**src/rtl/isa_pkg.sv**
```systemverilog
package isa_pkg;

	typedef enum logic [6:0] {
		op_lui    = 7'b0110111,
		op_auipc  = 7'b0010111,
		op_jal    = 7'b1101111,
		op_jalr   = 7'b1100111,
		op_branch = 7'b1100011,
		op_load   = 7'b0000011,
		op_store  = 7'b0100011,
		op_imm    = 7'b0010011,
		op_reg    = 7'b0110011
	} opcode_t;

	// ALU funct3 shared by register and immediate forms
	localparam logic [2:0] f3_add  = 3'b000;
	localparam logic [2:0] f3_sll  = 3'b001;
	localparam logic [2:0] f3_slt  = 3'b010;
	localparam logic [2:0] f3_sltu = 3'b011;
	localparam logic [2:0] f3_xor  = 3'b100;
	localparam logic [2:0] f3_sr   = 3'b101; // srl or sra by bit 30
	localparam logic [2:0] f3_or   = 3'b110;
	localparam logic [2:0] f3_and  = 3'b111;

	localparam logic [2:0] f3_beq  = 3'b000;
	localparam logic [2:0] f3_bne  = 3'b001;
	localparam logic [2:0] f3_blt  = 3'b100;
	localparam logic [2:0] f3_bge  = 3'b101;
	localparam logic [2:0] f3_bltu = 3'b110;
	localparam logic [2:0] f3_bgeu = 3'b111;

	localparam logic [2:0] f3_double = 3'b011; // ld / sd

	typedef enum logic [3:0] {
		alu_add    = 4'd0,
		alu_sub    = 4'd1,
		alu_and    = 4'd2,
		alu_or     = 4'd3,
		alu_xor    = 4'd4,
		alu_slt    = 4'd5,
		alu_sltu   = 4'd6,
		alu_sll    = 4'd7,
		alu_srl    = 4'd8,
		alu_sra    = 4'd9,
		alu_pass_b = 4'd10
	} alu_op_t;

	typedef enum logic [2:0] {
		br_none, br_eq, br_ne, br_lt, br_ge, br_ltu, br_geu, br_jump
	} branch_t;

	typedef enum logic [2:0] {imm_i, imm_s, imm_b, imm_u, imm_j} imm_t;

	localparam logic [31:0] nop_instr = 32'h0000_0013; // addi x0,x0,0

endpackage

```
**src/rtl/pipe_pkg.sv**
```systemverilog
package pipe_pkg;

	typedef logic [63:0] u64;
	typedef logic [31:0] u32;
	typedef logic [4:0] reg_addr_t;

	localparam u64 reset_pc = 64'h0000_0000_8000_0000;

	// Forwarding selects into execute
	localparam logic [1:0] fwd_none = 2'd0;
	localparam logic [1:0] fwd_mem  = 2'd1;
	localparam logic [1:0] fwd_wb   = 2'd2;

	typedef struct packed {
		logic valid;
		u64   addr;
	} ibus_req_t;

	typedef struct packed {
		logic data_ok;
		u32   data;
	} ibus_resp_t;

	typedef struct packed {
		logic valid;
		logic write;
		u64   addr;
		u64   wdata;
	} dbus_req_t;

	typedef struct packed {
		logic data_ok;
		u64   rdata;
	} dbus_resp_t;

	typedef struct packed {
		isa_pkg::alu_op_t alu_op;
		logic             alu_src_imm; // operand b from imm
		logic             src_a_pc;    // operand a from pc
		isa_pkg::branch_t branch;
		logic             mem_read;
		logic             mem_write;
		logic             reg_write;
		logic             link;        // write pc+4
	} ctl_t;

	typedef struct packed {
		logic valid;
		u64   pc;
		u32   raw_instr;
	} fetch_data_t;

	// Empty if_id slot decodes as a harmless nop
	localparam fetch_data_t fetch_bubble = '{
		valid: 1'b0, pc: '0, raw_instr: isa_pkg::nop_instr
	};

	typedef struct packed {
		logic      valid;
		u64        pc;
		ctl_t      ctl;
		reg_addr_t rs1;
		reg_addr_t rs2;
		reg_addr_t dst;
		u64        imm;
		u64        rd1;
		u64        rd2;
	} decode_data_t;

	typedef struct packed {
		logic      valid;
		u64        pc;
		ctl_t      ctl;
		reg_addr_t dst;
		u64        result;
		u64        store_data;
	} execute_data_t;

	typedef struct packed {
		logic      valid;
		ctl_t      ctl;
		reg_addr_t dst;
		u64        wb_data;
	} memory_data_t;

endpackage

```
**src/rtl/hazard_unit.sv**
```systemverilog
`timescale 1ns/1ps

module hazard_unit (
	input  pipe_pkg::reg_addr_t id_rs1,
	input  pipe_pkg::reg_addr_t id_rs2,
	input  logic                id_uses_rs1,
	input  logic                id_uses_rs2,
	input  pipe_pkg::reg_addr_t ex_rs1,
	input  pipe_pkg::reg_addr_t ex_rs2,
	input  logic                ex_load,
	input  pipe_pkg::reg_addr_t ex_dst,
	input  pipe_pkg::reg_addr_t mem_dst,
	input  logic                mem_reg_write, // loads excluded by caller
	input  pipe_pkg::reg_addr_t wb_dst,
	input  logic                wb_reg_write,
	output logic [1:0]          fwd_a,
	output logic [1:0]          fwd_b,
	output logic                load_stall
);
	import pipe_pkg::*;

	function automatic logic [1:0] fwd_sel(reg_addr_t src);
		if (src == '0)
			return fwd_none;
		if (mem_reg_write && mem_dst == src)
			return fwd_mem; // younger result wins
		if (wb_reg_write && wb_dst == src)
			return fwd_wb;
		return fwd_none;
	endfunction

	always_comb begin
		fwd_a = fwd_sel(ex_rs1);
		fwd_b = fwd_sel(ex_rs2);
	end

	// Load in execute feeding the instruction in decode
	assign load_stall = ex_load && ex_dst != '0 &&
		((id_uses_rs1 && id_rs1 == ex_dst) || (id_uses_rs2 && id_rs2 == ex_dst));

endmodule

```
**config.mk**
```make
export PLATFORM = sky130hd
export DESIGN_NAME = hazard_unit
export DESIGN_NICKNAME = d
export VERILOG_FILES = /design/src/rtl/isa_pkg.sv /design/src/rtl/pipe_pkg.sv /design/src/rtl/hazard_unit.sv
export SDC_FILE = /design/constraint.sdc
export NUM_CORES = 1
export LEC_CHECK = 0
export ABC_AREA = 1
export BUFFER_PORTS_ARGS = -buffer_cell sky130_fd_sc_hd__buf_4
export CAP_MARGIN = 20
export CORE_UTILIZATION = 42
export DETAILED_ROUTE_END_ITERATION = 7
export PLACE_DENSITY = 0.85
export SLEW_MARGIN = 20
export SYNTH_ARGS = -nofsm -noshare
export SYNTH_HDL_FRONTEND = slang
export SYNTH_SLANG_ARGS = --single-unit
```
**constraint.sdc**
```tcl
create_clock -name vclk -period 0.8
set_input_delay 0.04 -clock vclk [all_inputs]
set_output_delay 0.04 -clock vclk [all_outputs]
set_load 0.01 [all_outputs]
```
==> results.py, run 1 <==
metrics = {
    "run_status": {
        "status": "aborted with a tool error",
        "lastStage": "global routing",
        "tool.error": "[ERROR DPL-0038] Utilization greater than 100%, impossible to legalize",
    },
    "yosys": {
        "synth_area_leaders": "nand2_1 31%, inv_1 18%, nor2_1 12%",
        "ys_warn_count": 0,
        "synth.distinct_cells": 16,
        "synth_fp_nets": 168,
        "synthMuxAreaShare_pct": 0,
        "synth_fa_ha_area_share_pct": 0,
        "syn_area_per_cell_sq_um": 4.49,
        "ys_seq_area_share_pct": 0,
        "synth_compound_area_share_pct": 6.54,
        "synth-xor-area-share_pct": 12.2,
        "synth_top_family_by_area": "simple AND/OR/NAND/NOR gates",
        "synth_top_area_cell": "nand2_1",
        "syn_inst": 128,
        "synthesis.area_sq_um": 574,
        "synthDominantCellAreaShare_pct": 30.7,
        "yosys.area_share.simple_pct": 63.6,
    },
    "place": {
        "place_congestion": 0.812,
        "port_buffers": 45,
        "post-place-cells": 187,
        "dp_hpwl_um": 1610,
    },
    "grt": {
        "grt_max_degree": 6,
    },
    "floorplanning": {
        "dieHeight_um": 39.0,
        "initial_utilization_pct": 48.4,
        "die_x_um": 39.0,
        "io_pins": 45,
        "rows": 12,
    },
    "sta": {
        "worst_endpoint_kind": "primary output",
        "grt-worst-endpoint": "fwd_a[0]",
    },
}
==> cell families after synthesis <==
| logic type | after synthesis |
|---|---|
| AO/OA/AOI/OAI | 7 |
| AND/OR/NAND/NOR | 86 |
| buffers and inverters | 27 |
| XOR/XNOR | 8 |
==> synth_stat cells <==
| library cell | number |
|---|---|
| or2_1 | 2 |
| nand4_1 | 3 |
| o211ai_1 | 1 |
| nand3_2 | 1 |
| or2_0 | 2 |
| o21ai_0 | 1 |
| inv_1 | 27 |
| nand2_1 | 47 |
| nand3b_1 | 1 |
| or2_2 | 1 |
| a21oi_1 | 4 |
| nor3_1 | 4 |
| xnor2_1 | 8 |
| o21ai_1 | 1 |
| nand3_1 | 6 |
| nor2_1 | 19 |
==> per-stage QoR <==
stage	TNS (ns)	worst slack, ns	util, %	cell area [sq um]	hold slack, ns
detailed placement	-0.338	-0.0840	78.4	930	0.423
CTS	-0.0478	-0.0203	87.0	1030	0.426
global placement	-0.148	-0.0390	78.4	930	0.423
floorplan	0	0.115	-	574	0.193
==> what timing repair did <==
action	CTS
pin swaps	14
resized for setup	29
hold buffers	0
setup endpoints to repair	5
setup buffers	0
==> inputs of run 2 (changes only) <==
--- a/config.mk
+++ b/config.mk
@@ -8,9 +8,10 @@
 export ABC_AREA = 1
 export BUFFER_PORTS_ARGS = -buffer_cell sky130_fd_sc_hd__buf_4
 export CAP_MARGIN = 20
-export CORE_UTILIZATION = 42
+export CORE_AREA = 2 2 63 65
 export DETAILED_ROUTE_END_ITERATION = 7
-export PLACE_DENSITY = 0.85
+export DIE_AREA = 0 0 65 67
+export PLACE_DENSITY_LB_ADDON = 0.15
 export SLEW_MARGIN = 20
 export SYNTH_ARGS = -nofsm -noshare
 export SYNTH_HDL_FRONTEND = slang
==> run 2 against run 1 <==
Against the previous run:
- synthesized cell count stayed put
- the flow now finishes, with violations (negative setup slack)
- synthesized area stayed put
==> results.py, run 2 <==
metrics = {
    "worst_setup_path": {
        "crit_required_ns": 0.76,
        "crit_type": "input pin to output port",
        "crit_path_max_fanout": 4,
        "endpoint_kind": "output port",
        "start_kind": "input pin",
        "crit_arrival_ns": 0.82,
    },
    "finish": {
        "n_clock_buffer": 0,
        "fin_nets": 219,
        "final_cell_mix": "37 x nand2_1, 33 x buf_4, 13 x inv_1",
        "antenna_cells": 0,
        "regArea_sq_um": 0,
        "area_growth_pct": 118,
        "final_core_util_pct": 34.7,
        "seq_cells": 0,
        "fin_area_sq_um": 1250,
        "fill_cells": 405,
        "drive_gt1_share_pct": 55.4,
        "mostFrequentLayoutCell": "nand2_1",
    },
    "drt": {
        "drtIter0Drc": 14,
        "postRouteAntennaNets": 0,
        "wire_per_inst_um": 9.63,
        "drc": 0,
        "num_vias": 905,
        "vias_per_cell": 4.02,
        "routed_wl_um": 2170,
        "dr.pass1.iters": 4,
    },
    "floorplanning": {
        "io_pins": 45,
        "fp.coreArea_sq_um": 3610,
        "dieHeight_um": 67,
        "initial_utilization_pct": 15.9,
        "rows": 22,
        "die_x_um": 65,
        "fp.dieArea_sq_um": 4360,
    },
    "place": {
        "place_congestion": 0.798,
        "port_buffers": 45,
        "placed_cell_area_sq_um": 980,
        "post-place-ws_ns": -0.132,
        "dp_hpwl_um": 1830,
    },
    "sta": {
        "slew-limit-headroom_pct": 87.3,
        "period_share_pct": 108,
        "fin_ws_ns": -0.0603,
        "maxSlewViolCount": 0,
        "setup_viol": 4,
        "tns_ns": -0.131,
        "tightest_slew_ns": 0.189,
        "rsz0062_at_grt": "true",
        "finalHoldViolations": 0,
        "period_minus_slack_ns": 0.860,
        "fmax_mhz": 1160,
    },
    "yosys": {
        "syn_inst": 128,
        "yosysMostFrequentCell": "nand2_1",
        "synthMuxAreaShare_pct": 0,
        "synth_top_area_cell": "nand2_1",
        "ys_seq_area_share_pct": 0,
        "synth_top_family_by_area": "simple AND/OR/NAND/NOR gates",
        "synth_compound_area_share_pct": 6.54,
        "synth_area_leaders": "nand2_1 31%, inv_1 18%, nor2_1 12%",
        "syn_area_per_cell_sq_um": 4.49,
        "yosys.area_share.simple_pct": 63.6,
        "synth_fp_nets": 168,
        "synth-xor-area-share_pct": 12.2,
        "ys_warn_count": 0,
        "synth.distinct_cells": 16,
        "synthesis.area_sq_um": 574,
        "synthDominantCellAreaShare_pct": 30.7,
        "synth_fa_ha_area_share_pct": 0,
        "ys_top_cells_by_count": "47 x nand2_1, 27 x inv_1, 19 x nor2_1",
    },
    "run_status": {
        "violations": "negative setup slack",
        "status": "complete, but fails checks",
    },
    "hold_path": {
        "worstHoldStart": "ex_load",
        "holdCritPathClass": "input pin to output port",
        "whs_endpoint": "load_stall",
        "whs_path_depth": 4,
    },
    "run": {
        "max-cap-violations": 0,
    },
    "power": {
        "peakVddDrop_v": 0.000141,
        "p_per_area_nw_per_um2": 478,
        "power_leakage_nw": 0.647,
        "power_mw": 0.597,
    },
    "grt": {
        "grt_pass1_vias": 793,
        "overflow": 0,
        "grt.total_usage_pct": 8.99,
        "grt.met1_usage_pct": 12.4,
        "antenna_found_initial": 0,
        "use_met2_pct": 16.4,
        "grt_pass1_wl_um": 3220,
        "grt_max_degree": 6,
        "grtUsageMet3_pct": 0.338,
        "top_usage_layer": "met2",
    },
    "clock_tree": {
        "ctsHoldBuffers": 0,
    },
}
## run 2: cell counts after synthesis
Identical to the previous run, type by type.
## run 2: per-layer routing
metal / vias up / wire length [um]
li1: 487 / -
met1: 405 / 951
met2: 13 / 1160
met3: 0 / 51
met4: 0 / 0
met5: - / 0
## run 2: critical path: stages
cell	delay [ns]
buf_6	0.10
or2_1	0.22
nand4_1	0.16
nor2_1	0.06
nor2_1	0.11
buf_4	0.13
## run 2: cell type report
cell class         count  area [sq um]  share of cell area, %
inverters             27           124                   9.91
well taps             48          60.1                   4.80
multi-input cells    101           623                   49.8
repair buffers        49           443                   35.4
## run 2: kinds of logic (layout without fill, tap and decap cells)
family	after synthesis	after routing
buffers and inverters	27	76
xor gates and xnor gates	8	8
and+or+nand+nor	86	86
AOI/OAI and AO/OA	7	7
## run 2: stage by stage
step / hold WS (ns) / std cells
2_1_floorplan: 0.193 / 128
3_3_place_gp: 0.426 / 222
3_5_place_dp: 0.428 / 222
4_1_cts: 0.426 / 224
5_1_grt: 0.450 / 225
6_report: 0.428 / 225
## run 2: worst max-delay path by stage
stage                          from        to  slack [ns]  depth (start not counted)
final                     ex_rs1[0]  fwd_a[1]       -0.06                          6
after global placement    ex_rs1[3]  fwd_a[0]       -0.11                          7
after global routing      ex_rs1[3]  fwd_a[0]       -0.11                          7
after floorplan           ex_rs1[3]  fwd_a[0]        0.12                          5
after CTS                 ex_rs1[3]  fwd_a[1]       -0.08                          8
after detailed placement  ex_rs1[3]  fwd_a[0]       -0.13                          7
## run 2: what timing repair did
action | 4_1_cts | 5_1_grt
hold endpoints to repair | 0 | 0
buffers inserted | 2 | 1
resized for setup | 30 | 53
endpoints found under the setup margin | 5 | 5
pin swaps | 20 | 28
## run 2: report_power, final
| group | switching (mW) | internal [mW] |
|---|---|---|
| combinational | 0.276 | 0.321 |
| sequential | 0 | 0 |
| clock | 0 | 0 |
| total | 0.276 | 0.321 |
Power figures use the tool's default switching activity.
==> inputs of run 3 (changes only) <==
--- a/config.mk
+++ b/config.mk
@@ -5,7 +5,6 @@
 export SDC_FILE = /design/constraint.sdc
 export NUM_CORES = 1
 export LEC_CHECK = 0
-export ABC_AREA = 1
 export BUFFER_PORTS_ARGS = -buffer_cell sky130_fd_sc_hd__buf_4
 export CAP_MARGIN = 20
 export CORE_AREA = 2 2 63 65
==> run 3 against run 2 <==
Against the previous run:
- the run still ends with negative setup slack left
- total power fell by 12%
- highest routed layer unchanged
- worst setup slack worse by 0.22 ns
- critical path type unchanged
- sequential share of layout area is the same
- final cell count fell by 28%
- die area unchanged
- first-iteration DRC count is 43% lower
- largest power group unchanged
==> results.py, run 3 <==
metrics = {
    "power": {
        "p_per_area_nw_per_um2": 478,
        "power_leakage_nw": 0.480,
        "peakVddDrop_v": 0.000130,
        "power_mw": 0.525,
    },
    "sta": {
        "fin_ws_ns": -0.279,
        "period_share_pct": 135,
        "fmax_mhz": 927,
        "finalHoldViolations": 0,
        "maxSlewViolCount": 0,
        "slew-limit-headroom_pct": 83.0,
        "rsz0062_at_grt": "true",
        "tightest_slew_ns": 0.252,
        "tns_ns": -1.26,
        "period_minus_slack_ns": 1.08,
        "setup_viol": 5,
    },
    "place": {
        "place_congestion": 0.710,
        "port_buffers": 45,
        "dp_hpwl_um": 1580,
        "placed_cell_area_sq_um": 942,
    },
    "drt": {
        "vias_per_cell": 3.66,
        "drc": 0,
        "routed_wl_um": 1720,
        "num_vias": 589,
        "drtIter0Drc": 8,
        "wire_per_inst_um": 10.7,
        "dr.pass1.iters": 3,
        "postRouteAntennaNets": 0,
    },
    "hold_path": {
        "holdCritPathClass": "input pin to output port",
    },
    "yosys": {
        "synth_area_leaders": "xor2_1 33%, xnor2_1 29%, nor4b_2 7.1%",
        "synth_fp_nets": 93,
        "synthDominantCellAreaShare_pct": 33.1,
        "ys_top_cells_by_count": "16 x xor2_1, 14 x xnor2_1, 4 x nand3_1, 4 x nor4_1",
        "synthesis.area_sq_um": 423,
        "yosysMostFrequentCell": "xor2_1",
        "synth_top_area_cell": "xor2_1",
        "syn_inst": 53,
        "synth.distinct_cells": 14,
        "ys_warn_count": 0,
        "syn_area_per_cell_sq_um": 7.98,
        "ys_seq_area_share_pct": 0,
    },
    "worst_setup_path": {
        "endpoint_kind": "output port",
        "crit_path_max_fanout": 2,
        "crit_type": "input pin to output port",
        "crit_required_ns": 0.76,
        "start_kind": "input pin",
        "crit_arrival_ns": 1.04,
    },
    "grt": {
        "antenna_found_initial": 0,
        "grt_pass1_vias": 555,
        "grt_pass1_wl_um": 2570,
        "grt_max_degree": 4,
        "grt.total_usage_pct": 7.43,
        "overflow": 0,
    },
    "finish": {
        "drive_gt1_share_pct": 64.6,
        "fin_area_sq_um": 1100,
        "mostFrequentLayoutCell": "buf_4",
        "antenna_cells": 0,
        "regArea_sq_um": 0,
        "area_growth_pct": 160,
        "fin_nets": 155,
        "n_clock_buffer": 0,
        "final_cell_mix": "44 x buf_4, 14 x xor2_1, 13 x xnor2_1",
        "seq_cells": 0,
    },
    "floorplanning": {
        "die_x_um": 65,
        "initial_utilization_pct": 11.7,
        "fp.dieArea_sq_um": 4360,
        "io_pins": 45,
        "dieHeight_um": 67,
        "rows": 22,
        "fp.coreArea_sq_um": 3610,
    },
    "run_status": {
        "status": "complete, but fails checks",
        "violations": "negative setup slack",
    },
    "run": {
        "max-cap-violations": 0,
    },
}
[run 3: changes by cell type after synthesis, sizes merged, moves of 2 or more]
cell   delta
inv      -27
or2       -5
xnor2     +6
nand3     -3
a21oi     -3
xor2     +16
nor4      +4
nor4b     +2
nand2    -45
or4       +3
nor2     -15
nor3      -4
[run 3: what timing repair did]
| action | CTS | global route |
|---|---|---|
| gates resized for setup | 20 | 9 |
| pin swaps | 14 | 9 |
| endpoints found under the setup margin | 5 | 5 |
| setup buffers | 1 | 0 |
| hold buffers | 0 | 0 |
[run 3: path summary, 6_finish.rpt]
| kind | start | to | slack, ns | depth (start not counted) |
|---|---|---|---|---|
| worst max-delay path | ex_rs1[4] | fwd_a[1] | -0.28 | 6 |
| worst min-delay path | ex_load | load_stall | 0.40 | 4 |
[run 3: cells by family after synthesis]
| group | synth area share, % |
|---|---|
| AND/OR/NAND/NOR | 35.5 |
| AO/OA/AOI/OAI | 2.36 |
| XOR/XNOR | 62.1 |
[run 3: metrics by stage]
stage,cells,util (%),worst slack (ns),hold WS (ns)
3_5_place_dp,160,26.1,-0.430,0.432
2_1_floorplan,53,-,0.00781,0.183
6_report,161,30.5,-0.279,0.403
4_1_cts,161,28.9,-0.318,0.434
3_3_place_gp,160,26.1,-0.438,0.439
5_1_grt,161,30.5,-0.360,0.427
[run 3: where the power goes]
part	internal, mW	switching [mW]
Combinational	0.327	0.197
Clock	0	0
Sequential	0	0
[run 3: final cells by class]
| cell class | count | area, sq um |
|---|---|---|
| fillers | 392 | 2510 |
| repair buffers | 60 | 531 |
| multi-input cells | 53 | 508 |
| well taps | 48 | 60.1 |
[run 3: worst max-delay path: stages]
cell	delay [ns]
buf_4	0.12
buf_6	0.11
xnor2_1	0.18
nand4_1	0.17
nor4b_4	0.27
buf_4	0.15
[run 3: per-layer routing]
| metal | GRT usage [%] | share of wire [%] | vias to the layer above |
|---|---|---|---|
| li1 | - | - | 306 |
| met1 | 9.12 | 39 | 277 |
| met2 | 14.8 | 59 | 6 |
| met3 | 0.507 | 2.3 | 0 |
| met4 | 0 | 0 | 0 |
| met5 | 0 | 0 | - |
