### src/rtl/isa_pkg.sv
package isa_pkg;

	typedef enum logic [6:0] {
		op_lui    = 7'b0110111,
		op_auipc  = 7'b0010111,
		op_jal    = 7'b1101111,
		op_jalr   = 7'b1100111,
		op_branch = 7'b1100011,
		op_load   = 7'b0000011,
		op_store  = 7'b0100011,
		op_imm    = 7'b0010011,
		op_reg    = 7'b0110011
	} opcode_t;

	// ALU funct3 shared by register and immediate forms
	localparam logic [2:0] f3_add  = 3'b000;
	localparam logic [2:0] f3_sll  = 3'b001;
	localparam logic [2:0] f3_slt  = 3'b010;
	localparam logic [2:0] f3_sltu = 3'b011;
	localparam logic [2:0] f3_xor  = 3'b100;
	localparam logic [2:0] f3_sr   = 3'b101; // srl or sra by bit 30
	localparam logic [2:0] f3_or   = 3'b110;
	localparam logic [2:0] f3_and  = 3'b111;

	localparam logic [2:0] f3_beq  = 3'b000;
	localparam logic [2:0] f3_bne  = 3'b001;
	localparam logic [2:0] f3_blt  = 3'b100;
	localparam logic [2:0] f3_bge  = 3'b101;
	localparam logic [2:0] f3_bltu = 3'b110;
	localparam logic [2:0] f3_bgeu = 3'b111;

	localparam logic [2:0] f3_double = 3'b011; // ld / sd

	typedef enum logic [3:0] {
		alu_add    = 4'd0,
		alu_sub    = 4'd1,
		alu_and    = 4'd2,
		alu_or     = 4'd3,
		alu_xor    = 4'd4,
		alu_slt    = 4'd5,
		alu_sltu   = 4'd6,
		alu_sll    = 4'd7,
		alu_srl    = 4'd8,
		alu_sra    = 4'd9,
		alu_pass_b = 4'd10
	} alu_op_t;

	typedef enum logic [2:0] {
		br_none, br_eq, br_ne, br_lt, br_ge, br_ltu, br_geu, br_jump
	} branch_t;

	typedef enum logic [2:0] {imm_i, imm_s, imm_b, imm_u, imm_j} imm_t;

	localparam logic [31:0] nop_instr = 32'h0000_0013; // addi x0,x0,0

endpackage

### src/rtl/pipe_pkg.sv
package pipe_pkg;

	typedef logic [63:0] u64;
	typedef logic [31:0] u32;
	typedef logic [4:0] reg_addr_t;

	localparam u64 reset_pc = 64'h0000_0000_8000_0000;

	// Forwarding selects into execute
	localparam logic [1:0] fwd_none = 2'd0;
	localparam logic [1:0] fwd_mem  = 2'd1;
	localparam logic [1:0] fwd_wb   = 2'd2;

	typedef struct packed {
		logic valid;
		u64   addr;
	} ibus_req_t;

	typedef struct packed {
		logic data_ok;
		u32   data;
	} ibus_resp_t;

	typedef struct packed {
		logic valid;
		logic write;
		u64   addr;
		u64   wdata;
	} dbus_req_t;

	typedef struct packed {
		logic data_ok;
		u64   rdata;
	} dbus_resp_t;

	typedef struct packed {
		isa_pkg::alu_op_t alu_op;
		logic             alu_src_imm; // operand b from imm
		logic             src_a_pc;    // operand a from pc
		isa_pkg::branch_t branch;
		logic             mem_read;
		logic             mem_write;
		logic             reg_write;
		logic             link;        // write pc+4
	} ctl_t;

	typedef struct packed {
		logic valid;
		u64   pc;
		u32   raw_instr;
	} fetch_data_t;

	// Empty if_id slot decodes as a harmless nop
	localparam fetch_data_t fetch_bubble = '{
		valid: 1'b0, pc: '0, raw_instr: isa_pkg::nop_instr
	};

	typedef struct packed {
		logic      valid;
		u64        pc;
		ctl_t      ctl;
		reg_addr_t rs1;
		reg_addr_t rs2;
		reg_addr_t dst;
		u64        imm;
		u64        rd1;
		u64        rd2;
	} decode_data_t;

	typedef struct packed {
		logic      valid;
		u64        pc;
		ctl_t      ctl;
		reg_addr_t dst;
		u64        result;
		u64        store_data;
	} execute_data_t;

	typedef struct packed {
		logic      valid;
		ctl_t      ctl;
		reg_addr_t dst;
		u64        wb_data;
	} memory_data_t;

endpackage

### src/rtl/decoder.sv
`timescale 1ns/1ps

module decoder (
	input  pipe_pkg::u32        raw_instr,
	output pipe_pkg::ctl_t      ctl,
	output pipe_pkg::reg_addr_t rs1,
	output pipe_pkg::reg_addr_t rs2,
	output pipe_pkg::reg_addr_t dst,
	output pipe_pkg::u64        imm,
	output logic                uses_rs1,
	output logic                uses_rs2
);
	import isa_pkg::*;
	import pipe_pkg::*;

	opcode_t opcode;
	logic [2:0] funct3;
	imm_t fmt;

	function automatic alu_op_t alu_from_funct(logic [2:0] f3, logic alt, logic reg_form);
		alu_op_t op;
		op = alu_add;
		case (f3)
			f3_add:  op = (alt && reg_form) ? alu_sub : alu_add; // no subi
			f3_sll:  op = alu_sll;
			f3_slt:  op = alu_slt;
			f3_sltu: op = alu_sltu;
			f3_xor:  op = alu_xor;
			f3_sr:   op = alt ? alu_sra : alu_srl;
			f3_or:   op = alu_or;
			f3_and:  op = alu_and;
		endcase
		return op;
	endfunction

	function automatic branch_t branch_from_funct(logic [2:0] f3);
		case (f3)
			f3_beq:  return br_eq;
			f3_bne:  return br_ne;
			f3_blt:  return br_lt;
			f3_bge:  return br_ge;
			f3_bltu: return br_ltu;
			f3_bgeu: return br_geu;
			default: return br_none;
		endcase
	endfunction

	assign opcode = opcode_t'(raw_instr[6:0]);
	assign funct3 = raw_instr[14:12];
	assign rs1 = raw_instr[19:15];
	assign rs2 = raw_instr[24:20];
	assign dst = raw_instr[11:7];

	always_comb begin
		ctl = '0;
		fmt = imm_i;
		uses_rs1 = 1'b0;
		uses_rs2 = 1'b0;
		case (opcode)
			op_lui: begin
				ctl.alu_op = alu_pass_b;
				ctl.alu_src_imm = 1'b1;
				ctl.reg_write = 1'b1;
				fmt = imm_u;
			end
			op_auipc: begin
				ctl.src_a_pc = 1'b1;
				ctl.alu_src_imm = 1'b1;
				ctl.reg_write = 1'b1;
				fmt = imm_u;
			end
			op_jal: begin
				ctl.branch = br_jump;
				ctl.src_a_pc = 1'b1;
				ctl.reg_write = 1'b1;
				ctl.link = 1'b1;
				fmt = imm_j;
			end
			op_jalr: begin
				ctl.branch = br_jump;
				ctl.reg_write = 1'b1;
				ctl.link = 1'b1;
				uses_rs1 = 1'b1;
			end
			op_branch: begin
				ctl.branch = branch_from_funct(funct3);
				ctl.src_a_pc = 1'b1; // target base
				uses_rs1 = 1'b1;
				uses_rs2 = 1'b1;
				fmt = imm_b;
			end
			op_load: if (funct3 == f3_double) begin
				ctl.alu_src_imm = 1'b1;
				ctl.mem_read = 1'b1;
				ctl.reg_write = 1'b1;
				uses_rs1 = 1'b1;
			end
			op_store: if (funct3 == f3_double) begin
				ctl.alu_src_imm = 1'b1;
				ctl.mem_write = 1'b1;
				uses_rs1 = 1'b1;
				uses_rs2 = 1'b1;
				fmt = imm_s;
			end
			op_imm: begin
				ctl.alu_op = alu_from_funct(funct3, raw_instr[30], 1'b0);
				ctl.alu_src_imm = 1'b1;
				ctl.reg_write = 1'b1;
				uses_rs1 = 1'b1;
			end
			op_reg: begin
				ctl.alu_op = alu_from_funct(funct3, raw_instr[30], 1'b1);
				ctl.reg_write = 1'b1;
				uses_rs1 = 1'b1;
				uses_rs2 = 1'b1;
			end
			default: ;
		endcase
	end

	always_comb begin
		case (fmt)
			imm_s:   imm = {{52{raw_instr[31]}}, raw_instr[31:25], raw_instr[11:7]};
			imm_b:   imm = {{52{raw_instr[31]}}, raw_instr[7], raw_instr[30:25],
				raw_instr[11:8], 1'b0};
			imm_u:   imm = {{32{raw_instr[31]}}, raw_instr[31:12], 12'b0};
			imm_j:   imm = {{44{raw_instr[31]}}, raw_instr[19:12], raw_instr[20],
				raw_instr[30:21], 1'b0};
			default: imm = {{52{raw_instr[31]}}, raw_instr[31:20]};
		endcase
	end

endmodule

### config.mk
export PLATFORM = sky130hd
export DESIGN_NAME = decoder
export DESIGN_NICKNAME = d
export VERILOG_FILES = /design/src/rtl/isa_pkg.sv /design/src/rtl/pipe_pkg.sv /design/src/rtl/decoder.sv
export SDC_FILE = /design/constraint.sdc
export NUM_CORES = 1
export LEC_CHECK = 0
export ABC_AREA = 1
export ABC_CLOCK_PERIOD_IN_PS = 1200
export BUFFER_PORTS_ARGS = -buffer_cell sky130_fd_sc_hd__buf_2
export CAP_MARGIN = 20
export CORE_UTILIZATION = 36
export DETAILED_ROUTE_END_ITERATION = 7
export GPL_ROUTABILITY_DRIVEN = 0
export GPL_TIMING_DRIVEN = 0
export PLACE_DENSITY = 0.86
export SLEW_MARGIN = 20
export SYNTH_ARGS = -nofsm -noshare
export SYNTH_HDL_FRONTEND = slang
export SYNTH_SLANG_ARGS = --single-unit
### constraint.sdc
create_clock -name vclk -period 1.2
set_input_delay 0.12 -clock vclk [all_inputs]
set_output_delay 0.12 -clock vclk [all_outputs]
set_load 0.01 [all_outputs]
### After elaboration in Yosys (flattened, before gate mapping)

Index checks and enable logic that the tools add are counted.

| operators by class | value |
|---|---|
| reduce and logical (&&, ||, !) cells | 9 |
| equal/unequal tests | 20 |
| muxes and demuxes | 19 |

Operators with widths:

| kind | number |
|---|---|
| one-hot mux 31 bit (4 select lines) | 1 |
| one-hot mux 4 bit (8 select lines) | 2 |
| == test 7 x 6 -> 1 bit, second input constant | 3 |
| == test 7 bit, second input constant | 3 |
| one-hot mux 3 bit (6 select lines) | 1 |
| == test 3 bit, second input constant | 5 |
| == test 7 x 5 -> 1 bit, second input constant | 2 |
| == test 3 x 2 -> 1 bit, second input constant | 4 |
| one-hot mux 3 bit (4 select lines) | 1 |
| one-hot mux 4 bit (3 select lines) | 1 |
| 2-to-1 mux 1 bit | 8 |
| one-hot mux 1 bit (2 select lines) | 4 |
| OR reduction 2 bit | 4 |
| == test 7 x 2 -> 1 bit, second input constant | 1 |
| == test 3 x 1 -> 1 bit, second input constant | 2 |
| one-hot mux 3 bit (2 select lines) | 1 |
| OR reduction 3 bit | 2 |
| OR reduction 6 bit | 1 |
| OR reduction 4 bit | 1 |
| logical NOT 3 bit | 1 |

| storage, ports and cells | value |
|---|---|
| output and inout port bits | 94 |
| bits in registers | 0 |

### Logic depth before layout (Yosys ltp)

Gate-level depths: netlist of run 1.

| depth | value |
|---|---|
| depth after elaboration | 5 |
| gate-level depth with buffers | 9 |
| depth with buffers taken out | 8 |

### Worst setup path after synthesis of run 1

Ideal clock, no wire load.

| timing path | value |
|---|---|
| kind | input to output |
| start point | input port raw_instr[5] |
| end point | output port ctl[6] in the netlist's numbering |
| path slack | 0.098 ns |
| arrival | 0.982 ns |
| stages on the path | 5 |
| data required time | 1.080 ns |
| cells stage by stage | buf_2 -> nand3_2 -> nor2_2 -> inv_1 -> o21ai_0 |

RTL lines:

| element | line | source |
|---|---|---|
| start: declaration | decoder.sv:4 | `input pipe_pkg::u32 raw_instr,` |
| end: declaration | decoder.sv:5 | `output pipe_pkg::ctl_t ctl,` |

### Worst setup path in the final report of run 1

| timing path | value |
|---|---|
| start point | input port raw_instr[2] |
| end point | output port imm[22] |

| on the way | value |
|---|---|
| word-level cells in the longest chain between the ends | 5 |
| elaborated cells on any way between the ends | 12 |
| those cells by class | eq/ne: 9; mux: 2; reduce/logical: 1 |

RTL lines:

| element | line | source |
|---|---|---|
| == test 7 x 6 -> 1 bit or == test 7 x 5 -> 1 bit (tied branches) | decoder.sv:59 | `case (opcode)` |
| OR reduction 2 bit (no line) | n/a |  |
| one-hot mux 3 bit (4 select lines) (*) | decoder.sv:59 |  |
| == test 3 bit (tied with other cells) | decoder.sv:122 | `case (fmt)` |
| one-hot mux 31 bit (4 select lines) (*) | decoder.sv:122 |  |
| end: declaration | decoder.sv:9 | `output pipe_pkg::u64 imm,` |

Every way passes the cells marked *; elsewhere a longest branch is shown, timed or not.

==> impl_results.md, run 1 <==
* Post-synthesis cell area at 1140 µm²
* Hold Path Class: primary input to output pin
* Initial antenna violation count at 0
* Final Max Tran Viols at 0
* Period utilization at 1.04
* Tightest Pin Transition at 281 ps
* Max-slew headroom at 0.811
* Crit path cell chain: buf_8 > nor2_4 > nand2_4 > nor2_4 > nand3_2 > nand2_4 > buf_6 > nor2_1 > nand2_1 > buf_2
* Worst Path Required at 1080 ps
* First-pass GRT wire length at 6.50 mm
* Startpoint Class: primary input
* Core area at 3030 µm²
* Area delta synth->final at 91.0%
* Share of post-route cells with drive strength above 1 at 0.656
* Total number of vias at 1828
* Unrepaired setup endpoints after global routing: yes
* Post-synthesis sequential area ratio at 0
* VDD IR-drop max at 0.000248 V
* DR DRC count at 0
* Clock buffers at 0
* Gate Count Post-Synth at 218
* Warnings, synthesis at 0
* Dominant cell type by area after synthesis: buf_4
* Maxcap violations at 0
* Number of global-route vias before repair at 1528
* Sequential cell area at 0 µm²
* Crit-path max FO at 5
* Syn_nets at 250
* Iter 0 DRT Violations at 100
* Setup ws final at -44.7 ps
* Initial core utilization at 0.378
* Final hold viol count at 0
* Pin count of the biggest net entering global routing at 40
* GR Overflow Total at 0
* Die W at 58.4 µm
* Outcome: complete, but fails checks
* Synth Area in Compound Gates at 0.0885
* Area of the multi-input gates at 796 µm²
* Drt pass-1 iters at 6
* Die height at 58.4 µm
* Setup violators final at 15
* Synth unique cells at 21
* Fill cell count at 253
* IO Pins at 126
* Adder-cell share of the synthesized area at 0
* Number of vias per cell at 4.58
* Seq Cell Count at 0
* Site Rows at 20
* Total power at 665 µW
* Max Clock Freq at 0.803 GHz
* Critical path arrival at 1120 ps
* Tmin final at 1240 ps
* Share of the synthesized area in the top cell type at 0.328
* CP max-delay cell: nor2_4
* Fin Hold WS at 523 ps
* Detail Placement HPWL at 3.05 mm
* Detailed-route wire length per cell at 11.3 µm
* Synth Area per Inst at 5.25 µm²
* Simple-gate share of the synthesized area at 0.473
* IO buf count at 124
* Util after Layout at 0.722
* Largest family of logic cells by synthesized area: simple AND/OR/NAND/NOR gates
* Final #Nets at 389
* P_leak at 0.00139 µW
* Top cells by area, synth: buf_4 (33%), nand2_1 (22%), nor2_1 (8.2%)
* Detail Route Antenna Nets at 0
* All-Layer GR Usage at 0.235
* Violated checks: setup timing
* Detailed Route WL at 4.53 mm
* Pwr/cell area at 304 nW/µm²
* Worst Setup End Kind: output pin
* Synth Area in XOR/XNOR at 0
* Diode count at 0
* Die area at 3410 µm²
* Most frequent cell after synthesis: nand2_1
* Synth top cells by count: nand2_1 (66), buf_4 (50), nor2_1 (25)
* Mux share of post-synthesis cell area at 0
* CP max stage delay at 140 ps
* Crit Path Class: primary input to output pin
==> path summary, 6_finish.rpt <==
| path | from | endpoint | slack [ps] | cells after the start |
|---|---|---|---|---|
| min | raw_instr[11] | dst[4] | 520 | 3 |
| max | raw_instr[2] | imm[22] | -40 | 10 |
==> layout make-up <==
| cell class | instances | area share |
|---|---|---|
| Timing Repair Buffer | 137 | 0.366 |
| Multi-Input combinational cell | 140 | 0.364 |
| Buffer | 55 | 0.199 |
| Inverter | 23 | 0.0463 |
| Tap cell | 44 | 0.0252 |
==> critical path, delay by kind of cell <==
kind / cells / cell delay (ps)
buffers and inverters: 3 / 350
and+or+nand+nor: 7 / 650
==> cells in the final DEF (no fill, tap or decap) <==
master,count
a31oi_1,1
nand3_4,3
buf_2,114
nand2_8,1
o21ai_1,2
buf_6,19
buf_8,1
nor3_1,2
nand2_1,56
nand2_4,5
nor2_4,6
nand2_2,7
buf_4,58
inv_1,14
nand4_1,7
nor2_2,6
o21ai_0,13
nand3_1,10
nor2_1,15
nor3b_1,1
o21a_1,1
o211ai_4,1
nand3_2,3
inv_4,6
inv_2,3
==> report_power, final <==
group          internal [µW]  switching, µW
logic                    332            333
registers                  0              0
clock network              0              0
==> what timing repair did <==
action / CTS / global route
resized for setup: 67 / 13
pin swaps: 16 / 6
buffers inserted: 9 / 0
hold buffers: 0 / 0
cloned: 3 / 1
setup endpoints to repair: 39 / 29
==> metrics by stage <==
step,setup WS (ps),cells,TNS [ps],cell area (µm²)
finish,-44.7,399,-300,2190
global route,-95.9,399,-1450,2190
CTS,4.63,398,0,2140
detailed placement,-252,386,-4880,1820
global placement,-221,386,-4600,1820
floorplan,98.5,218,0,1140
==> cells by family (layout without fill, tap and decap cells) <==
| group | Yosys count | in the layout |
|---|---|---|
| buf+inv | 78 | 215 |
| simple gates | 122 | 122 |
| compound gates | 18 | 18 |
==> layer usage <==
layer | track usage | vias up | part of all wire | wire (µm)
met1 | 0.257 | 843 | 0.38 | 1730
met5 | 0 | - | 0 | 0
li1 | - | 906 | - | -
met2 | 0.483 | 72 | 0.56 | 2530
met4 | 0.0544 | 0 | 0.015 | 70
met3 | 0.0154 | 7 | 0.044 | 198
Power figures use the tool's default switching activity.
==> run 2, diff against run 1 <==
--- a/config.mk
+++ b/config.mk
@@ -6,9 +6,9 @@
 export NUM_CORES = 1
 export LEC_CHECK = 0
 export ABC_AREA = 1
-export ABC_CLOCK_PERIOD_IN_PS = 1200
+export ABC_CLOCK_PERIOD_IN_PS = 1300
 export BUFFER_PORTS_ARGS = -buffer_cell sky130_fd_sc_hd__buf_2
-export CAP_MARGIN = 20
+export CAP_MARGIN = 10
 export CORE_UTILIZATION = 36
 export DETAILED_ROUTE_END_ITERATION = 7
 export GPL_ROUTABILITY_DRIVEN = 0
==> constraint.sdc (replaced) <==
create_clock -name vclk -period 1.3
set_input_delay 0.13 -clock vclk [all_inputs]
set_output_delay 0.13 -clock vclk [all_outputs]
set_load 0.01 [all_outputs]
==> impl_results.md, run 2 (synthesized netlist as in run 1, its figures left out) <==
* Worst Setup End Kind: output pin
* Diode count at 0 (unchanged)
* Period utilization at 1.01
* Tmin final at 1310 ps
* Share of post-route cells with drive strength above 1 at 0.618 (-0.0385)
* CP most frequent cell: nand2_1
* Critical path arrival at 1180 ps (+60 ps)
* Detailed-route wire length per cell at 10.3 µm (-9.1%)
* Detail Route Antenna Nets at 0 (unchanged)
* Die area at 3410 µm² (unchanged)
* Worst Path Required at 1170 ps (+90 ps)
* Max Clock Freq at 0.761 GHz
* Max-slew headroom at 0.816 (+0.00471)
* Outcome: complete, but fails checks
* Startpoint Class: primary input
* Setup ws final at -14.4 ps (+30.4 ps)
* DR DRC count at 0 (unchanged)
* Pin count of the biggest net entering global routing at 40 (unchanged)
* Crit Path Class: primary input to output pin
* Fin Hold WS at 543 ps (+19.7 ps)
* Sequential power share at 0 (unchanged)
* VDD IR-drop max at 0.000225 V (-9.6%)
* Final #Nets at 382 (-1.8%)
* Total number of vias at 1770 (-3.2%)
* Maxcap violations at 0 (unchanged)
* Pre-CTS WS at -172 ps (+80.0 ps)
* Final Max Tran Viols at 0 (unchanged)
* Crit-path max FO at 10 (+5)
* NetSw at 298 µW (-11%)
* GR Overflow Total at 0 (unchanged)
* Initial core utilization at 0.378 (unchanged)
* Util after Layout at 0.683 (-0.0397)
* Detail Placement HPWL at 3.05 mm (unchanged)
* Detailed Route WL at 4.04 mm (-11%)
* Iter 0 DRT Violations at 61 (-39%)
* Most common cell after layout, fill and taps aside: buf_2
* All-Layer GR Usage at 0.194 (-0.0409)
* Hold Path Class: primary input to output pin
* Number of global-route vias before repair at 1290 (-16%)
* Crit path cell chain: buf_2 > nand2_4 > inv_6 > nand3_4 > inv_2 > buf_6 > nand2_1 > nand2_1 > nor2_1 > nand2_1 > buf_2
* Die W at 58.4 µm (unchanged)
* First-pass GRT wire length at 5.51 mm (-15%)
* IO buf count at 124 (unchanged)
* Initial antenna violation count at 0 (unchanged)
* Fill cell count at 292 (+15%)
* Violated checks: setup timing
* Setup violators final at 1 (-14)
* Clock buffers at 0 (unchanged)
* Site Rows at 20 (unchanged)
* Clock Power Share at 0 (unchanged)
* Area delta synth->final at 80.5%
* Pwr/cell area at 283 nW/µm² (-7.0%)
* Core area at 3030 µm² (unchanged)
* Die height at 58.4 µm (unchanged)
* CP max stage delay at 170 ps (+30 ps)
* Tightest Pin Transition at 274 ps (-7.01 ps)
* Number of vias per cell at 4.52 (-1.4%)
* Unrepaired setup endpoints after global routing: yes
* Pint at 287 µW (-14%)
* Combinational cell fraction of total power at 1.000 (about the same)
* Sw frac at 0.509 (+0.00896)
* P_leak at 0.00133 µW (-4.0%)
* Sequential cell area at 0 µm² (unchanged)
* IO Pins at 126 (unchanged)
* Seq Cell Count at 0 (unchanged)
* Final hold viol count at 0 (unchanged)
* Drt pass-1 iters at 6 (unchanged)
* Most frequent cells in the layout: buf_2 (120), nand2_1 (61), buf_4 (51), nor2_1 (18), inv_1 (16)
* CP max-delay cell: nor2_1
[run 2: cell count changes in the layout (fill, tap and decap cells not counted), sizes merged]
cell | previous run | this run
buf | 192 | 183
clkbuf | 0 | 2
[run 2: critical path, delay by kind of cell]
kind / cells / cell delay (ps)
AND/OR/NAND/NOR: 6 / 550
buffers and inverters: 5 / 480
[run 2: power by group through the flow]
stage | sequential [µW] | combinational, µW | clock [µW]
after floorplan | 0 | 298 | 0
after global placement | 0 | 514 | 0
after detailed placement | 0 | 521 | 0
after CTS | 0 | 543 | 0
after global routing | 0 | 630 | 0
final | 0 | 585 | 0
[run 2: per-layer routing]
metal	vias to the layer above	wire length, µm	global-route usage	share of wire
met5	-	0	0	0
met4	0	55	0	0.014
met3	8	203	0.00440	0.050
met2	71	2200	0.397	0.54
met1	793	1580	0.236	0.39
li1	898	-	-	-
[run 2: final timing paths]
check	from	end	slack, ps	cells after the start
max	raw_instr[1]	imm[21]	-10	11
min	raw_instr[11]	dst[4]	540	3
[run 2: repair_timing]
item                                    in CTS  in global routing
gates resized for setup                     18                 44
endpoints found under the setup margin      27                 25
hold buffers                                 0                  0
setup buffers                                3                  0
pin swaps                                    4                 14
gates cloned                                 0                  3
[run 2: area by class of cell]
cell class | instances | area (µm²) | share of cell area
inverters | 23 | 104 | 0.0502
repair buffers | 130 | 702 | 0.340
plain buffers | 55 | 435 | 0.211
multi-input cells | 140 | 771 | 0.373
well taps | 44 | 55.1 | 0.0266
[run 2: through the flow]
step | instance area [µm²] | setup TNS (ps) | instances | power [µW]
final | 2070 | -14.4 | 392 | 585
after global routing | 2070 | -412 | 392 | 630
after CTS | 1910 | 0 | 389 | 543
after detailed placement | 1820 | -2260 | 386 | 521
after global placement | 1820 | -2020 | 386 | 514
after floorplan | 1140 | 0 | 218 | 298
==> run 3, diff against run 2 <==
--- a/config.mk
+++ b/config.mk
@@ -9,11 +9,13 @@
 export ABC_CLOCK_PERIOD_IN_PS = 1300
 export BUFFER_PORTS_ARGS = -buffer_cell sky130_fd_sc_hd__buf_2
 export CAP_MARGIN = 10
-export CORE_UTILIZATION = 36
+export CELL_PAD_IN_SITES_DETAIL_PLACEMENT = 1
+export CELL_PAD_IN_SITES_GLOBAL_PLACEMENT = 1
+export CORE_UTILIZATION = 21
 export DETAILED_ROUTE_END_ITERATION = 7
 export GPL_ROUTABILITY_DRIVEN = 0
 export GPL_TIMING_DRIVEN = 0
-export PLACE_DENSITY = 0.86
+export PLACE_DENSITY = 0.87
 export SLEW_MARGIN = 20
 export SYNTH_ARGS = -nofsm -noshare
 export SYNTH_HDL_FRONTEND = slang
==> impl_results.md, run 3 (synthesized netlist as in run 1, its figures left out) <==
* Outcome: complete, but fails checks
* Violated checks: setup timing
* Crit path cell chain: clkbuf_4 > nand2_2 > nor2_4 > buf_6 > nand3_4 > nand2_1 > nor2_1 > nand2_1 > buf_2
* Worst Path Required at 1170 ps (about the same)
* All-Layer GR Usage at 0.172 (-0.0219)
* Most common cell after layout, fill and taps aside: buf_2
* Die W at 75.8 µm (+30%)
* Final #Nets at 393 (+2.9%)
* Hold Path Class: primary input to output pin
* Drt pass-1 iters at 4 (-2)
* Clock buffers at 0 (unchanged)
* Setup violators final at 3 (+2)
* CP top delay family: simple AND/OR/NAND/NOR gates
* Total number of vias at 1868 (+5.5%)
* Iter 0 DRT Violations at 66 (+8.2%)
* Die height at 75.8 µm (+30%)
* Startpoint Class: primary input
* Tmin final at 1340 ps (+24.0 ps)
* Most frequent cells in the layout: buf_2 (108), buf_4 (62), nand2_1 (49), buf_6 (25), nor2_1 (17)
* CP most frequent cell: nand2_1
* VDD IR-drop max at 0.000101 V (-55%)
* Core area at 5170 µm² (+71%)
* Max-slew headroom at 0.759 (-0.0575)
* Diode count at 0 (unchanged)
* Detailed Route WL at 6.17 mm (+53%)
* First-pass GRT wire length at 7.82 mm (+42%)
* Die area at 5750 µm² (+69%)
* Critical path arrival at 1210 ps (+30 ps)
* IO buf count at 124 (unchanged)
* Pwr/cell area at 289 nW/µm² (+2.0%)
* Hold-fix buffers at CTS at 0 (unchanged)
* Final Max Tran Viols at 0 (unchanged)
* Maxcap violations at 0 (unchanged)
* Detailed-route wire length per cell at 14.4 µm (+39%)
* Util after Layout at 0.450 (-0.232)
* Site Rows at 26 (+30%)
* Fin Hold WS at 543 ps (+0.491 ps)
* Setup ws final at -38.4 ps (-24.0 ps)
* Number of vias per cell at 4.35 (-3.6%)
* Pre-CTS WS at -207 ps (-35.6 ps)
* Pin count of the biggest net entering global routing at 40 (unchanged)
* Worst path bufs/invs at 3 (-2)
* Initial core utilization at 0.221 (-0.157)
* Finished Layout Cells at 429 (+9.4%)
* Sequential cell area at 0 µm² (unchanged)
* Final hold viol count at 0 (unchanged)
* Initial antenna violation count at 0 (unchanged)
* GR Overflow Total at 0 (unchanged)
* Crit Path Class: primary input to output pin
* Period utilization at 1.03 (+0.0185)
* Share of post-route cells with drive strength above 1 at 0.674 (+0.0563)
* Detail Route Antenna Nets at 0 (unchanged)
* Max Clock Freq at 0.747 GHz (-1.8%)
* Worst Setup End Kind: output pin
* Unrepaired setup endpoints after global routing: yes
* CP max-delay cell: nor2_4
* Area delta synth->final at 103%
* Crit-path max FO at 8 (-2)
* P_leak at 0.00141 µW (+5.9%)
* Setup TNS at -64.1 ps (-49.7 ps)
* IO Pins at 126 (unchanged)
* Number of global-route vias before repair at 1729 (+34%)
* Tightest Pin Transition at 359 ps (+85.6 ps)
* Detail Placement HPWL at 4.11 mm (+35%)
* DR DRC count at 0 (unchanged)
* Placed cell count at 412 (+6.7%)
* Seq Cell Count at 0 (unchanged)
* CP max stage delay at 220 ps (+50 ps)
## run 3: changes by cell type in the layout (fill, tap and decap cells not counted), sizes merged
cell | before | now
buf | 183 | 195
clkbuf | 2 | 1
## run 3: per-layer routing
| metal | vias up | wire, µm | GRT usage |
|---|---|---|---|
| met3 | 12 | 257 | 0.0159 |
| met5 | - | 0 | 0 |
| li1 | 913 | - | - |
| met4 | 0 | 180 | 0.0206 |
| met1 | 871 | 2320 | 0.196 |
| met2 | 72 | 3410 | 0.348 |
## run 3: repair_timing
action                     CTS  global route
pin swaps                    9            19
cloned                       2             1
setup buffers               10             5
resized for setup           31            68
setup endpoints to repair   35            36
## run 3: cell type report
class	instances	area, µm²
Inverter	23	106
Tap cell	70	87.6
Buffer	54	424
Timing Repair Buffer	142	871
Fill cell	705	2840
Multi-Input combinational cell	140	840
## run 3: path summary, 6_finish.rpt
| kind | start | end | cells past startpoint |
|---|---|---|---|
| worst min-delay path | raw_instr[9] | dst[2] | 3 |
| worst max-delay path | raw_instr[13] | ctl[1] | 9 |
## run 3: where the power goes
| part | leakage [µW] | internal, µW | switching [µW] |
|---|---|---|---|
| combinational | 0.00141 | 329 | 342 |
| sequential | 0 | 0 | 0 |
| clock | 0 | 0 | 0 |
## run 3: metrics by stage
stage | cell area [µm²] | total power, µW
after floorplan | 1140 | 298
after CTS | 2040 | 581
final | 2330 | 672
after global placement | 1850 | 525
after global routing | 2330 | 722
after detailed placement | 1850 | 540
## run 3: tightest hold or removal path, stage by stage
cell and delay (ps):
buf_2 90, buf_4 90, buf_2 110
